File: config.mk
export PLATFORM = sky130hd
export DESIGN_NAME = filter
export DESIGN_NICKNAME = d
export VERILOG_FILES = /design/src/design/filter_pkg.sv /design/src/design/exp_sig_gen.sv /design/src/design/filter.sv /design/src/design/pulse_timer.sv /design/src/design/test_config_regs.sv /design/src/design/v1_filter.sv
export SDC_FILE = /design/constraint.sdc
export NUM_CORES = 1
export LEC_CHECK = 0
export BUFFER_PORTS_ARGS = -buffer_cell sky130_fd_sc_hd__buf_2
export CAP_MARGIN = 40
export CORE_MARGIN = 2
export CORE_UTILIZATION = 30
export CTS_CLUSTER_SIZE = 24
export DETAILED_ROUTE_END_ITERATION = 8
export HOLD_SLACK_MARGIN = 0.15
export PLACE_DENSITY = 0.42
export REMOVE_ABC_BUFFERS = 1
export SETUP_SLACK_MARGIN = 0.2
export SYNTH_ARGS = -nofsm -noshare
export SYNTH_HDL_FRONTEND = slang
export SYNTH_SLANG_ARGS = --single-unit
File: constraint.sdc
create_clock -name clk -period 3 [get_ports clk]
set_input_delay 0.6 -clock clk [delete_from_list [all_inputs] [get_ports clk]]
set_output_delay 0.6 -clock clk [all_outputs]
set_load 0.01 [all_outputs]
File: src/design/filter_pkg.sv
//--------------------
// Shared widths, timing constants and types of the test channel
// Periods must not exceed 2**SIZE_DELAY clocks
// Filter width holds FILTER_WINDOW full-scale samples
//--------------------
package filter_pkg;

	//--------------------
	// Widths
	//--------------------
	localparam int SIZE_ADC_DATA    = 12;
	localparam int SIZE_FILTER_DATA = 15;
	localparam int SIZE_DELAY       = 6;

	// Sample and sum types
	typedef logic [SIZE_ADC_DATA-1:0]    adc_data_t;
	typedef logic [SIZE_FILTER_DATA-1:0] filter_data_t;
	// Pulse delay inside a period, in clocks
	typedef logic [SIZE_DELAY-1:0]       delay_t;

	//--------------------
	// Generator timing
	//--------------------
	// Period for rate 0 and rate 1
	localparam int PERIOD_SLOW = 64;
	localparam int PERIOD_FAST = 16;
	// Last counter value of each period
	localparam delay_t LAST_SLOW = delay_t'(PERIOD_SLOW - 1);
	localparam delay_t LAST_FAST = delay_t'(PERIOD_FAST - 1);

	// Pulse shape
	localparam int BASELINE        = 256;
	localparam int PULSE_AMPLITUDE = 1500;
	localparam int DECAY_SHIFT     = 3;
	// Full scale of a sample, and the highest pulse that stays inside it
	localparam int ADC_MAX   = 2 ** SIZE_ADC_DATA - 1;
	localparam int PULSE_MAX = ADC_MAX - BASELINE;

	// Samples summed by the shaping filter
	localparam int FILTER_WINDOW = 8;

	// Generator settings, written as one word
	typedef struct packed {
		logic   overlay;
		logic   rate;
		delay_t delay;
	} test_config_t;

endpackage

File: src/design/exp_sig_gen.sv
//--------------------
// Exponential test pulse generator on a fixed baseline
// Decay by shift and subtract, no waveform tables
// Overlay stacks pulses, saturating at full scale
// Output lags the pulse value by one clock
//--------------------
`timescale 1ns/1ps

module exp_sig_gen (
	input  logic                     clk,
	input  logic                     reset,
	input  filter_pkg::test_config_t cfg,
	output filter_pkg::adc_data_t    output_data
);
	import filter_pkg::*;

	// Pulse start from the timer
	logic fire;
	// Height above baseline
	adc_data_t pulse;
	// Old tail plus a new pulse, one bit of headroom
	logic [SIZE_ADC_DATA:0] stacked;
	// Baseline plus pulse, one bit of headroom
	logic [SIZE_ADC_DATA:0] level;

	//--------------------
	// Timer
	//--------------------
	pulse_timer timer (
		.clk   (clk),
		.reset (reset),
		.rate  (cfg.rate),
		.delay (cfg.delay),
		.fire  (fire)
	);

	//--------------------
	// Pulse value
	//--------------------
	assign stacked = {1'b0, pulse} + (SIZE_ADC_DATA + 1)'(PULSE_AMPLITUDE);

	always_ff @(posedge clk) begin
		if (reset) begin
			pulse <= '0;
		end else if (fire) begin
			if (!cfg.overlay) begin
				// Replace whatever tail is left
				pulse <= adc_data_t'(PULSE_AMPLITUDE);
			end else if (stacked > (SIZE_ADC_DATA + 1)'(PULSE_MAX)) begin
				// Top out so baseline plus pulse stays in range
				pulse <= adc_data_t'(PULSE_MAX);
			end else begin
				pulse <= stacked[SIZE_ADC_DATA-1:0];
			end
		end else begin
			// Lose one eighth per clock
			pulse <= pulse - (pulse >> DECAY_SHIFT);
		end
	end

	//--------------------
	// Output sample
	//--------------------
	assign level = {1'b0, pulse} + (SIZE_ADC_DATA + 1)'(BASELINE);

	always_ff @(posedge clk) begin
		if (reset) begin
			output_data <= adc_data_t'(BASELINE);
		end else if (level > (SIZE_ADC_DATA + 1)'(ADC_MAX)) begin
			output_data <= adc_data_t'(ADC_MAX);
		end else begin
			output_data <= level[SIZE_ADC_DATA-1:0];
		end
	end

	// Decay and saturation must never eat into the baseline
	assert property (@(posedge clk) disable iff (reset)
		output_data >= adc_data_t'(BASELINE));

endmodule

File: src/design/filter.sv
//--------------------
// Test channel top level
// Config registers feed the generator, generator feeds filter v1
// Only filter version 1 is built
//--------------------
`timescale 1ns/1ps

module filter (
	input  logic                     clk,
	input  logic                     reset,
	//--------------------
	// Configuration write
	//--------------------
	input  logic                     cfg_write,
	input  filter_pkg::test_config_t cfg_data,
	//--------------------
	// Samples out
	//--------------------
	output filter_pkg::adc_data_t    output_data,
	output filter_pkg::filter_data_t output_data_v1
);
	import filter_pkg::*;

	// Held generator settings
	test_config_t cfg;

	test_config_regs config_regs (
		.clk       (clk),
		.reset     (reset),
		.cfg_write (cfg_write),
		.cfg_data  (cfg_data),
		.cfg       (cfg)
	);

	// Generator sample goes straight out as well as into the filter
	exp_sig_gen sig_gen (
		.clk         (clk),
		.reset       (reset),
		.cfg         (cfg),
		.output_data (output_data)
	);

	v1_filter filter_v1 (
		.clk         (clk),
		.reset       (reset),
		.input_data  (output_data),
		.output_data (output_data_v1)
	);

endmodule

File: src/design/pulse_timer.sv
//--------------------
// Free-running period counter with a registered fire strobe
// Period picked by rate, strobe one clock wide
// A rate change past the new limit wraps at the next edge
//--------------------
`timescale 1ns/1ps

module pulse_timer (
	input  logic               clk,
	input  logic               reset,
	input  logic               rate,
	input  filter_pkg::delay_t delay,
	output logic               fire
);
	import filter_pkg::*;

	// Position inside the current period
	delay_t count;
	// Last count of the selected period
	delay_t count_last;

	assign count_last = rate ? LAST_FAST : LAST_SLOW;

	//--------------------
	// Counter
	//--------------------
	always_ff @(posedge clk) begin
		if (reset) begin
			count <= '0;
		end else if (count >= count_last) begin
			// Also catches a count left past a shorter period
			count <= '0;
		end else begin
			count <= count + 1'b1;
		end
	end

	//--------------------
	// Fire strobe
	//--------------------
	// High for the clock after the count meets the delay
	always_ff @(posedge clk) begin
		if (reset) begin
			fire <= 1'b0;
		end else begin
			fire <= (count == delay);
		end
	end

	// No back-to-back strikes unless the delay was just rewritten
	assert property (@(posedge clk) disable iff (reset)
		fire && $stable(delay) |=> !fire);

endmodule

File: src/design/test_config_regs.sv
//--------------------
// Generator configuration registers
// Loaded on a one-cycle write strobe, no read back
// Delay is clamped to the period of the written rate
//--------------------
`timescale 1ns/1ps

module test_config_regs (
	input  logic                   clk,
	input  logic                   reset,
	input  logic                   cfg_write,
	input  filter_pkg::test_config_t cfg_data,
	output filter_pkg::test_config_t cfg
);
	import filter_pkg::*;

	// Highest reachable delay for the written rate
	delay_t delay_limit;
	// Written word with the delay clamped
	test_config_t cfg_clamped;

	//--------------------
	// Clamp
	//--------------------
	always_comb begin
		delay_limit = cfg_data.rate ? LAST_FAST : LAST_SLOW;
		cfg_clamped = cfg_data;
		// Delay past the period would never fire
		if (cfg_data.delay > delay_limit) begin
			cfg_clamped.delay = delay_limit;
		end
	end

	//--------------------
	// Register
	//--------------------
	always_ff @(posedge clk) begin
		if (reset) begin
			// Overlay off, slow rate, delay 0
			cfg <= '0;
		end else if (cfg_write) begin
			cfg <= cfg_clamped;
		end
	end

	// Timer must always see a delay inside its period
	assert property (@(posedge clk) disable iff (reset)
		cfg.delay < (cfg.rate ? PERIOD_FAST : PERIOD_SLOW));

endmodule

File: src/design/v1_filter.sv
//--------------------
// Shaping filter version 1, moving-window sum
// Window of FILTER_WINDOW samples, one sample per clock
// Sum lags the newest sample by one clock
//--------------------
`timescale 1ns/1ps

module v1_filter (
	input  logic                     clk,
	input  logic                     reset,
	input  filter_pkg::adc_data_t    input_data,
	output filter_pkg::filter_data_t output_data
);
	import filter_pkg::*;

	// Newest sample at index 0
	adc_data_t window [FILTER_WINDOW];
	// Sum after this clock's shift
	filter_data_t sum_next;

	//--------------------
	// Window
	//--------------------
	always_ff @(posedge clk) begin
		if (reset) begin
			// Empty window keeps the running sum consistent
			for (int i = 0; i < FILTER_WINDOW; i++) begin
				window[i] <= '0;
			end
		end else begin
			window[0] <= input_data;
			for (int i = 1; i < FILTER_WINDOW; i++) begin
				window[i] <= window[i-1];
			end
		end
	end

	//--------------------
	// Running sum
	//--------------------
	// Add the sample coming in, drop the one falling out
	assign sum_next = output_data
		+ filter_data_t'(input_data)
		- filter_data_t'(window[FILTER_WINDOW-1]);

	always_ff @(posedge clk) begin
		if (reset) begin
			output_data <= '0;
		end else begin
			output_data <= sum_next;
		end
	end

	// Sum must stay within a window of full-scale samples
	assert property (@(posedge clk) disable iff (reset)
		output_data <= filter_data_t'(FILTER_WINDOW * ADC_MAX));

endmodule

# After elaboration in Yosys (flattened, before gate mapping)
# Memory sizes are Yosys's and may differ from the RTL's.
# Cells that the tools add are included.
[totals]
output_inout_bits = 27
elab_cells = 49
ramBits = 96
n_memories = 1
register_bits = 54
[classes]
reduce_logical = 2
add_sub_neg = 6
bitwise = 8
n_eq_ne = 1
magnitude_cmp = 4
muxes = 18
[mem_list]
columns = ["memory", "words", "width", "rd", "rd_ports_with_merged_regs", "write_ports", "line", "text"]
rows = [
  ["filter_v1.window", 8, 12, 8, 0, 8, "v1_filter.sv:17", "adc_data_t window [FILTER_WINDOW];"],
]
[op_table]
columns = ["operator", "count"]
rows = [
  ["$mux 12", 12],
  ["$gt 13x12->1 const B", 2],
  ["$mux 6", 3],
  ["$add 15x12->15", 1],
  ["$sub 15x12->15", 1],
  ["$add 12x11->13 const B", 1],
  ["$add 12x9->13 const B", 1],
  ["$sub 12x9->12", 1],
  ["$or 1x1->1", 8],
  ["$add 6x1->6 const B", 1],
  ["$eq 6x6->1", 1],
  ["$ge 6x6->1", 1],
  ["$gt 6x6->1", 1],
  ["$reduce_or 2->1", 2],
  ["$mux 1", 3],
]

# Longest topological paths before layout
# Gate-level depths: netlist of the first run.
[depth]
depth_word = 5
depth_mapped = 12
depth_no_buf = 12

# Modules after synthesis
# From an unflattened synthesis of the first run, not the netlist that was laid out.
[hier_totals]
cells_unflattened = 665
hier_area_um2 = 6397.4
[by_module_without_submodules]
columns = ["module", "area_per_inst_um2", "seq_area_each_um2", "instances", "cells_each"]
rows = [
  ["v1_filter", 4038.9, 2222.1, 1, 392],
  ["exp_sig_gen", 1657.8, 480.5, 1, 198],
  ["test_config_regs", 352.8, 160.2, 1, 39],
  ["pulse_timer", 347.8, 140.1, 1, 36],
]

# Least setup slack after synthesis of the first run
# OpenSTA, ideal clock, no wires.
[synth_path]
kind = "register to register"
start = "reg sig_gen.output_data[2]"
end = "reg filter_v1.output_data[14]"
synth_period_minus_slack_ns = 2.719
required_time_ns = 2.879
slack_ns = 0.281
stages_incl_launch_ff = 11
t_arrival_ns = 2.598
cell_sequence = "dfxtp_1 inv_1 fa_1 inv_1 ha_1 nor2b_1 o21a_1 o31ai_1 a21oi_1 o21ai_0 mux2_2"
[synth_between]
elab_chain_len = 2
[synth_lines]
columns = ["element", "line", "text"]
rows = [
  ["from (decl)", "exp_sig_gen.sv:13", "output filter_pkg::adc_data_t output_data"],
  ["from (signal assigned)", "exp_sig_gen.sv:68", "output_data <= adc_data_t'(BASELINE);"],
  ["from (signal assigned)", "exp_sig_gen.sv:70", "output_data <= adc_data_t'(ADC_MAX);"],
  ["from (signal assigned)", "exp_sig_gen.sv:72", "output_data <= level[SIZE_ADC_DATA-1:0];"],
  ["$add 15x12->15", "v1_filter.sv:43", "+ filter_data_t'(input_data)"],
  ["$sub 15x12->15", "v1_filter.sv:44", "- filter_data_t'(window[FILTER_WINDOW-1]);"],
  ["to (signal assigned)", "v1_filter.sv:50", "output_data <= sum_next;"],
  ["to (decl)", "v1_filter.sv:12", "output filter_pkg::filter_data_t output_data"],
]
# Every way passes these cells.
# A chain may end at the register's enable or synchronous reset.

# Worst setup path after layout of the first run
[layout_path]
start = "reg sig_gen.output_data[2]"
end = "reg filter_v1.output_data[8]"
# The elaborated chain is that of the path after synthesis.

==> results of run 1 <==
cell usage in the layout, fill, tap and decap left out, types with 3 or more instances in the layout:
master	n
nand3_1	11
clkbuf_16	17
o31a_1	3
nand2_1	12
a221oi_1	5
ha_1	35
o31ai_1	6
clkinv_2	3
or3_1	4
dfxtp_1	149
mux2_2	3
a21oi_2	3
xnor2_1	18
o21ai_0	10
o21a_1	9
bufinv_16	5
nor2_1	40
a21oi_1	22
nor3_1	14
clkbuf_8	3
a31oi_1	6
nand2b_1	3
a21o_1	3
fa_1	13
inv_1	71
buf_4	8
mux2i_1	4
xor2_1	10
o221a_2	4
a211oi_1	5
o21bai_1	4
buf_2	36
nor2b_1	93
area by class of cell:
cell class / instances / share of cell area, %
clock inverter: 9 / 2.33
multi-input combinational: 381 / 38.9
inverter: 73 / 3.70
sequential: 150 / 40.6
clock buffer: 22 / 6.41
timing repair buffer: 45 / 3.52
tap: 270 / 4.57
state kept, by name, indices dropped and copies added, names as in the netlist:
register               cells
filter_v1.window          96
filter_v1.output_data     15
sig_gen.output_data       12
sig_gen.pulse             12
config_regs.cfg            8
sig_gen.timer.count        6
sig_gen.timer.fire         1
through the flow:
step,std cells,power (mW),setup WS [ns]
after floorplan,604,5.04,0.281
after global placement,919,5.92,0.253
after detailed placement,919,5.95,0.211
after CTS,950,8.39,0.205
after global routing,950,9.07,0.122
final,950,8.40,0.291
Yosys cell counts (2+ instances only):
cell type / number
dfxtp_1: 150
nor2b_1: 93
inv_1: 71
nor2_1: 40
ha_1: 35
a21oi_1: 25
xnor2_1: 19
clkbuf_1: 16
nor3_1: 14
fa_1: 13
nand2_1: 12
o21ai_0: 12
nand3_1: 11
xor2_1: 10
o21a_1: 9
o31ai_1: 7
a31oi_1: 6
a211oi_1: 5
a221oi_1: 5
mux2i_1: 4
o21bai_1: 4
o221a_2: 4
or3_1: 4
a21o_1: 3
buf_1: 3
mux2_2: 3
nand2b_1: 3
nor4_1: 3
o31a_1: 3
a311oi_1: 2
and2_1: 2
and3_1: 2
nand4_1: 2
o311a_1: 2
or2_2: 2
routing by layer:
layer | track usage, % | vias to the layer above
met1 | 15.9 | 1995
met3 | 3.95 | 18
met2 | 19.9 | 55
met5 | 0 | -
met4 | 3.99 | 0
li1 | - | 2146
path summary, 6_finish.rpt:
path	cells after the start	from	slack [ns]	to
min reg2reg	1	filter_v1.window[0][55]$_SDFF_PP0_	0.43	filter_v1.window[0][67]$_SDFF_PP0_
max reg2reg	10	sig_gen.output_data[2]$_SDFF_PP0_	0.29	filter_v1.output_data[8]$_SDFF_PP0_
min	3	cfg_data[7]	0.42	config_regs.cfg[7]$_SDFFE_PP0P_
max	10	sig_gen.output_data[2]$_SDFF_PP0_	0.29	filter_v1.output_data[8]$_SDFF_PP0_
kinds of logic after synthesis:
| logic type | share of synthesized area [%] |
|---|---|
| and+or+nand+nor | 17.4 |
| DFF | 48.6 |
| AOI/OAI and AO/OA | 11.6 |
| buffers and inverters | 5.59 |
| adders and majority gates | 11.5 |
| xor gates and xnor gates | 4.11 |
| muxes | 1.20 |
power breakdown:
group / internal, mW / switching [mW]
Combinational: 1.59 / 2.02
Sequential: 2.26 / 0.183
Clock: 1.53 / 0.805
worst reg2reg max path, delay by kind of cell, from the launching register on:
kind                       cells  cell delay, ns
AOI/OAI and AO/OA              4            1.04
adders and majority gates      2            0.85
DFF                            1            0.32
and+or+nand+nor                2            0.25
buffers and inverters          2            0.11
repair_timing:
action | CTS | global route
setup endpoints to repair | 2 | 8
gates resized for setup | 2 | 10
gates cloned | 0 | 0
pin swaps | 0 | 6
==> flow_metrics.py, run 1 <==
metrics = {
    "route": {
        "drcViolationCount": 0,
        "ant_nets": 0,
        "dr_wl_met3_um": 463,
        "drt-vias-per-instance": 4.44,
        "vias": 4214,
        "wl_per_cell_um": 13.5,
        "met2WireLength_um": 5980,
        "wirelength_um": 12800,
        "first_iter_violations": 265,
        "drt_pass1_iterations": 4,
        "met1Wirelength_um": 6200,
        "maxUsedRoutingLayer": "met4",
    },
    "grt": {
        "grt_pass1_wl_um": 21400,
        "antenna_found_initial": 0,
        "track_usage_pct": 12.4,
        "overflow": 0,
        "grt_start_max_net_pins": 123,
        "grt_pass1_vias": 4243,
    },
    "clock_tree": {
        "cts_htree_levels": 4,
        "clk_pin_slew_ns": 0.06,
        "cts_setup_buffers": 0,
        "cts_hold_buf": 0,
        "cts_tree": "done",
        "cts_root_buffer": "clkbuf_16",
        "cts_buffers": 17,
        "cts.sinks": 150,
        "clk_path_buf_depth": 2,
        "clock_latency_ns": 0.42,
    },
    "die": {
        "num_io_pins": 38,
        "fp.dieW_um": 147,
        "row_count": 52,
        "start_util_pct": 30.5,
        "die_h_um": 147,
        "core_area_mm2": 0.0202,
        "die_area_mm2": 0.0218,
    },
    "cells_and_area": {
        "n_fill_cell": 2041,
        "diodes": 0,
        "stdcell_area_mm2": 0.00740,
        "nets": 727,
        "final-seq-area_mm2": 0.00300,
        "fin_util_pct": 36.6,
        "drive_gt1_share_pct": 14.3,
        "multi_input_area_mm2": 0.00288,
        "area_growth_pct": 19.8,
    },
    "yosys": {
        "synth_top_area_share_pct": 48.6,
        "netlist_area_mm2": 0.00618,
        "yosys.area.top_type": "dfxtp_1",
        "synth_edf_count": 0,
        "synth_cells": 623,
        "yosysWarnings": 0,
        "ys_async_sr_fraction_pct": 0,
        "netlist_top_cells_area": "dfxtp_1 (49%), nor2b_1 (9.4%), ha_1 (7.1%)",
        "synth_ff_type": "dfxtp_1",
        "synth-seq-area-share_pct": 48.6,
        "synthDistinctLibCells": 59,
        "ys_ff_latch": 150,
        "synth.avg_cell_area_um2": 9.91,
    },
    "setup_path": {
        "worstSetupStartpointType": "register",
        "critPathKind": "reg2reg",
        "worst_path_max_delay_cell": "fa_1",
        "worstPathCellList": "inv_1 > fa_1 > inv_1 > ha_1 > nor2b_1 > o21a_1 > o311ai_0 > nand2_1 > a211oi_1 > a211oi_1",
        "cp.required_ns": 3.27,
        "path_buf_inv": 2,
        "crit_family": "compound AO/OA/AOI/OAI gates",
        "cp.arrival_ns": 2.98,
        "cpPeakStageDelay_ns": 0.53,
        "end_kind": "register",
        "cp_max_fo": 3,
    },
    "timing": {
        "fin_crit_ns": 2.71,
        "fmax_ghz": 0.369,
        "slew_violations": 0,
        "worstMarginPinSlew_ns": 0.585,
        "rsz0062_at_grt": "true",
        "whs_ns": 0.424,
        "relSlewSlack_pct": 61.0,
        "fin_crit_sh_pct": 90.3,
        "hold_viol_final": 0,
        "finClkSkew_ns": 0.00970,
        "finalSetupTns_ns": 0,
        "setup_viol": 0,
    },
    "power_and_ir_drop": {
        "p_per_area_mw_per_mm2": 1130,
        "power_leakage_nw": 3.15,
        "peakVddDrop_mv": 0.417,
    },
    "placement": {
        "place_area_mm2": 0.00670,
        "dp_hpwl_um": 8910,
        "io_buffers": 37,
        "gp_congestion": 0.801,
    },
    "min_path": {
        "hold_path_class": "in2reg",
    },
    "status": {
        "status": "finished clean",
    },
    "run": {
        "cap_viol_max_count": 0,
    },
}
Note: power is estimated with default switching activity, not from simulation.
==> run 2, diff against run 1 <==
Settings changed: CORE_MARGIN 2 to 10.
==> flow_metrics.py, run 2 (synthesis gave the netlist of run 1 again) <==
metrics = {
    "timing": {
        "fin_crit_ns": 2.68,
        "slew_violations": 0,
        "fin_ws_ns": 0.319,
        "fmax_ghz": 0.373,
        "finalSetupTns_ns": 0,
        "relSlewSlack_pct": 64.0,
        "worstMarginPinSlew_ns": 0.540,
        "setup_viol": 0,
        "hold_viol_final": 0,
        "fin_crit_sh_pct": 89.4,
        "rsz0062_at_grt": "true",
        "finClkSkew_ns": 0.00963,
    },
    "setup_path": {
        "reg2reg_slack_ns": 0.32,
        "r2r_end": "filter_v1.output_data[11]$_SDFF_PP0_",
        "cp.required_ns": 3.30,
        "critPathKind": "reg2reg",
        "cp_max_fo": 4,
        "end_kind": "register",
        "cp.arrival_ns": 2.98,
        "crit_start": "filter_v1.output_data[1]$_SDFF_PP0_",
        "worstPathCellList": "inv_1 > fa_1 > inv_1 > ha_1 > a21o_1 > a21oi_1 > o21a_1 > or3_1 > o21ai_2 > mux2_2",
        "crit_path_end": "filter_v1.output_data[11]$_SDFF_PP0_",
        "cp_common_cell": "inv_1",
        "worst_path_max_delay_cell": "fa_1",
        "cpPeakStageDelay_ns": 0.59,
        "worst-r2r-cell-count": 10,
        "reg2reg_from": "filter_v1.output_data[1]$_SDFF_PP0_",
        "worstSetupStartpointType": "register",
    },
    "grt": {
        "grt_pass1_wl_um": 21600,
        "overflow": 0,
        "grt_start_max_net_pins": 118,
        "track_usage_pct": 10.1,
        "grt_pass1_vias": 4398,
        "antenna_found_initial": 0,
    },
    "clock_tree": {
        "clk_pin_slew_ns": 0.07,
        "cts_tree": "done",
        "cts_buffers": 17,
        "cts_setup_buffers": 0,
        "clk_path_buf_depth": 2,
        "clock_latency_ns": 0.42,
        "cts_htree_levels": 4,
        "cts_root_buffer": "clkbuf_16",
        "cts_hold_buf": 0,
        "cts.sinks": 150,
    },
    "cells_and_area": {
        "layout_commonest_cell": "dfxtp_1",
        "largest_reg_flops": 96,
        "nets": 726,
        "regMostFlops": "filter_v1.window",
        "layout_common_cells": "dfxtp_1 (148), nor2b_1 (93), inv_1 (71)",
        "reg_top3": "filter_v1.window (96), filter_v1.output_data (15)",
        "area_growth_pct": 18.9,
        "drive_gt1_share_pct": 14.4,
        "diodes": 0,
    },
    "run": {
        "cap_viol_max_count": 0,
    },
    "placement": {
        "io_buffers": 37,
        "dp_hpwl_um": 9130,
        "gp_congestion": 0.837,
        "pre_cts_slack_ns": 0.166,
    },
    "power_and_ir_drop": {
        "peakVddDrop_mv": 0.396,
        "power_leakage_nw": 3.10,
        "power_frac_comb_pct": 43.4,
        "p_int_mw": 5.17,
        "pwr-share-clk_pct": 26.6,
        "p_sw_mw": 3.00,
        "p_seq_share_pct": 30.0,
        "p_per_area_mw_per_mm2": 1110,
        "swShare_pct": 36.7,
    },
    "die": {
        "start_util_pct": 30.5,
        "die_h_um": 163,
        "fp.dieW_um": 163,
        "die_area_mm2": 0.0267,
        "core_area_mm2": 0.0202,
        "row_count": 52,
        "num_io_pins": 38,
    },
    "status": {
        "status": "finished clean",
    },
    "route": {
        "drt-vias-per-instance": 4.46,
        "drcViolationCount": 0,
        "vias": 4234,
        "wirelength_um": 12900,
        "ant_nets": 0,
        "first_iter_violations": 149,
        "wl_per_cell_um": 13.6,
        "drt_pass1_iterations": 4,
    },
    "min_path": {
        "hold_path_class": "reg2reg",
    },
}
[run 2: changes by cell type in the layout (fill, tap and decap cells not counted), moves of 2 or more]
cell        before  now
bufinv_16        5    3
clkbuf_8         3    1
clkinv_2         3    1
clkinv_4         0    2
clkinvlp_4       1    4
ha_1            35   33
[run 2: layer usage]
metal / routed length, um / vias to the layer above / part of all wire, % / track usage (%)
met5: 0 / - / 0 / 0
met4: 136 / 0 / 1.1 / 3.37
met3: 384 / 11 / 3.0 / 3.30
met2: 6190 / 39 / 48 / 16.7
met1: 6200 / 2035 / 48 / 12.1
li1: - / 2149 / - / -
[run 2: timing repair]
| item | in CTS | in global routing |
|---|---|---|
| pin swaps | 0 | 3 |
| cloned | 0 | 0 |
| endpoints found under the hold margin | 0 | 0 |
| resized for setup | 2 | 11 |
| setup endpoints to repair | 2 | 5 |
[run 2: worst min-delay path by stage]
| stage | start | end | slack [ns] | cells past startpoint |
|---|---|---|---|---|
| floorplan | filter_v1.window[0][0]$_SDFF_PP0_ | filter_v1.window[0][12]$_SDFF_PP0_ | 0.41 | 1 |
| global placement | filter_v1.window[0][41]$_SDFF_PP0_ | filter_v1.window[0][53]$_SDFF_PP0_ | 0.42 | 1 |
| detailed placement | filter_v1.window[0][67]$_SDFF_PP0_ | filter_v1.window[0][79]$_SDFF_PP0_ | 0.42 | 1 |
| CTS | cfg_data[7] | config_regs.cfg[7]$_SDFFE_PP0P_ | 0.41 | 3 |
| global route | cfg_data[7] | config_regs.cfg[7]$_SDFFE_PP0P_ | 0.42 | 3 |
| finish | filter_v1.window[0][35]$_SDFF_PP0_ | filter_v1.window[0][47]$_SDFF_PP0_ | 0.43 | 1 |
[run 2: power groups by stage]
stage	clock [mW]	combinational (mW)	sequential, mW
3_5_place_dp	0	3.45	2.50
3_3_place_gp	0	3.43	2.50
4_1_cts	2.24	3.50	2.46
6_report	2.17	3.55	2.45
5_1_grt	2.32	4.04	2.49
2_1_floorplan	0	2.53	2.51
[run 2: cell type report]
class / instances / area [um2]
fillers: 2042 / 12900
flip-flops and latches: 150 / 3010
multi-input cells: 381 / 2870
clock buffers: 20 / 447
well taps: 270 / 338
inverters: 73 / 274
repair buffers: 44 / 253
clock inverters: 11 / 151
[run 2: critical path: cells and delay by family, from the launching register on]
family                     cells  cell delay (ns)
adders and majority gates      2             0.85
AOI/OAI and AO/OA              4             0.56
muxes                          1             0.33
buffers and inverters          2             0.11
and+or+nand+nor                1             0.39
DFF                            1             0.33
[run 2: per-stage QoR]
stage / utilization (%) / cell area (um2) / std cells / hold slack [ns] / power [mW]
2_1_floorplan: - / 6100 / 604 / 0.414 / 5.04
3_3_place_gp: 33.1 / 6700 / 918 / 0.418 / 5.92
6_report: 36.3 / 7340 / 949 / 0.429 / 8.17
3_5_place_dp: 33.1 / 6700 / 918 / 0.420 / 5.95
4_1_cts: 36.1 / 7300 / 949 / 0.412 / 8.20
5_1_grt: 36.3 / 7340 / 949 / 0.424 / 8.84
==> run 3, diff against run 2 <==
--- a/config.mk
+++ b/config.mk
@@ -13,5 +13,5 @@
 export DETAILED_ROUTE_END_ITERATION = 8
 export HOLD_SLACK_MARGIN = 0.15
-export PLACE_DENSITY = 0.42
+export PLACE_DENSITY = 0.51
 export REMOVE_ABC_BUFFERS = 1
 export SETUP_SLACK_MARGIN = 0.2
==> constraint.sdc (replaced) <==
create_clock -name clk -period 3 [get_ports clk]
set_input_delay 0.15 -clock clk [delete_from_list [all_inputs] [get_ports clk]]
set_output_delay 0.15 -clock clk [all_outputs]
set_load 0.01 [all_outputs]
==> flow_metrics.py, run 3 (synthesis gave the netlist of run 1 again) <==
metrics = {
    "die": {
        "start_util_pct": 30.5,
        "num_io_pins": 38,
        "core_area_mm2": 0.0202,
        "die_h_um": 163,
        "row_count": 52,
        "die_area_mm2": 0.0267,
        "fp.dieW_um": 163,
    },
    "grt": {
        "grt_start_max_net_pins": 106,
        "overflow": 0,
        "grt_pass1_vias": 4261,
        "grtUsageMet1_pct": 11.6,
        "busiest_layer": "met2",
        "track_usage_pct": 9.73,
        "antenna_found_initial": 0,
        "gr-usage-met2_pct": 15.8,
        "grtUsageMet3_pct": 2.39,
        "grt_pass1_wl_um": 20900,
    },
    "timing": {
        "finClkSkew_ns": 0.00842,
        "slew_violations": 0,
        "fin_crit_sh_pct": 90.6,
        "hold_viol_final": 0,
        "rsz0062_at_grt": "true",
        "setup_viol": 0,
        "fmax_ghz": 0.368,
        "finalSetupTns_ns": 0,
        "relSlewSlack_pct": 69.0,
        "fin_crit_ns": 2.72,
        "worstMarginPinSlew_ns": 0.465,
    },
    "cells_and_area": {
        "area_growth_pct": 21.3,
        "n_fill_cell": 2037,
        "diodes": 0,
        "largest_reg_flops": 96,
        "layout_common_cells": "dfxtp_1 (150), nor2b_1 (93), inv_1 (71)",
        "reg_top3": "filter_v1.window (96), filter_v1.output_data (15)",
        "nets": 737,
        "regMostFlops": "filter_v1.window",
        "final_cell_count_no_fill": 961,
        "layout_commonest_cell": "dfxtp_1",
        "drive_gt1_share_pct": 13.3,
    },
    "setup_path": {
        "crit_start": "filter_v1.output_data[1]$_SDFF_PP0_",
        "cp_common_cell": "inv_1",
        "critPathKind": "reg2reg",
        "worst_path_max_delay_cell": "fa_1",
        "path_buf_inv": 2,
        "cpPeakStageDelay_ns": 0.59,
        "cp.arrival_ns": 3.03,
        "worstPathCellList": "inv_1 > fa_1 > inv_1 > ha_1 > a21o_1 > a21oi_1 > o21a_1 > or3_1 > o21ai_1 > mux2_2",
        "crit_family": "adder cells",
        "end_kind": "register",
        "cp_max_fo": 4,
        "cp.required_ns": 3.31,
        "worstSetupStartpointType": "register",
        "reg2reg_from": "filter_v1.output_data[1]$_SDFF_PP0_",
    },
    "route": {
        "drcViolationCount": 0,
        "drt-vias-per-instance": 4.44,
        "vias": 4271,
        "first_iter_violations": 183,
        "wirelength_um": 12500,
        "ant_nets": 0,
        "drt_pass1_iterations": 4,
        "wl_per_cell_um": 13.1,
    },
    "placement": {
        "dp_hpwl_um": 8760,
        "placedCellCount": 917,
        "gp_congestion": 0.881,
        "io_buffers": 37,
    },
    "clock_tree": {
        "cts_root_buffer": "clkbuf_16",
        "clock_latency_ns": 0.42,
        "cts.sinks": 150,
        "cts_buffers": 17,
        "clk_path_buf_depth": 2,
        "cts_setup_buffers": 0,
        "clk_pin_slew_ns": 0.07,
        "cts_htree_levels": 4,
        "cts_tree": "done",
    },
    "min_path": {
        "hold_path_class": "in2reg",
        "worstHoldStart": "cfg_data[5]",
    },
    "run": {
        "cap_viol_max_count": 0,
    },
    "power_and_ir_drop": {
        "peakVddDrop_mv": 0.331,
        "power_leakage_nw": 3.18,
        "p_per_area_mw_per_mm2": 1110,
    },
    "status": {
        "status": "finished clean",
    },
}
## run 3: final timing paths
check | to | slack [ns] | depth (start not counted)
max | filter_v1.output_data[11]$_SDFF_PP0_ | 0.28 | 10
min | config_regs.cfg[2]$_SDFFE_PP0P_ | 0.32 | 5
max reg2reg | filter_v1.output_data[11]$_SDFF_PP0_ | 0.28 | 10
min reg2reg | filter_v1.window[0][80]$_SDFF_PP0_ | 0.43 | 1
## run 3: tightest hold or removal path: cells and delay by family
| kind | cells | cell delay [ns] |
|---|---|---|
| and+or+nand+nor | 1 | 0.12 |
| adders and majority gates | 1 | 0.13 |
| AOI/OAI and AO/OA | 2 | 0.23 |
| buffers and inverters | 1 | 0.09 |
## run 3: repair_timing
| action | in CTS | in global routing |
|---|---|---|
| resized for setup | 2 | 5 |
| pin swaps | 0 | 1 |
| endpoints found under the hold margin | 10 | 0 |
| gates cloned | 0 | 0 |
| hold buffers | 12 | 0 |
| setup endpoints to repair | 2 | 6 |
## run 3: per-layer routing
layer	vias up	wire [um]
met5	-	0
met4	0	294
met3	22	388
met2	55	6080
met1	2003	5780
li1	2191	-
## run 3: power by group
part | leakage, nW | internal, mW | switching (mW)
sequential | 1.22 | 2.26 | 0.196
combinational | 1.64 | 1.57 | 1.98
clock | 0.320 | 1.48 | 0.852
total | 3.18 | 5.31 | 3.03
## run 3: metrics by stage
step                hold slack [ns]  instance area [um2]  util, %  total power, mW  setup WS (ns)
floorplan                     0.217                 6100        -             5.04          0.281
global placement              0.397                 6690     33.1             5.86          0.267
detailed placement            0.410                 6690     33.1             5.91          0.213
CTS                           0.298                 7480     36.9             8.35          0.203
global route                  0.360                 7490     37.0             8.97          0.154
finish                        0.322                 7490     37.0             8.34          0.281
## run 3: area by class of cell
cell class	instances	area (um2)	area share (%)
flip-flops and latches	150	3000	40.1
multi-input cells	381	2860	38.2
clock buffers	21	470	6.28
repair buffers	55	365	4.88
well taps	270	338	4.51
inverters	73	274	3.66
clock inverters	11	181	2.42
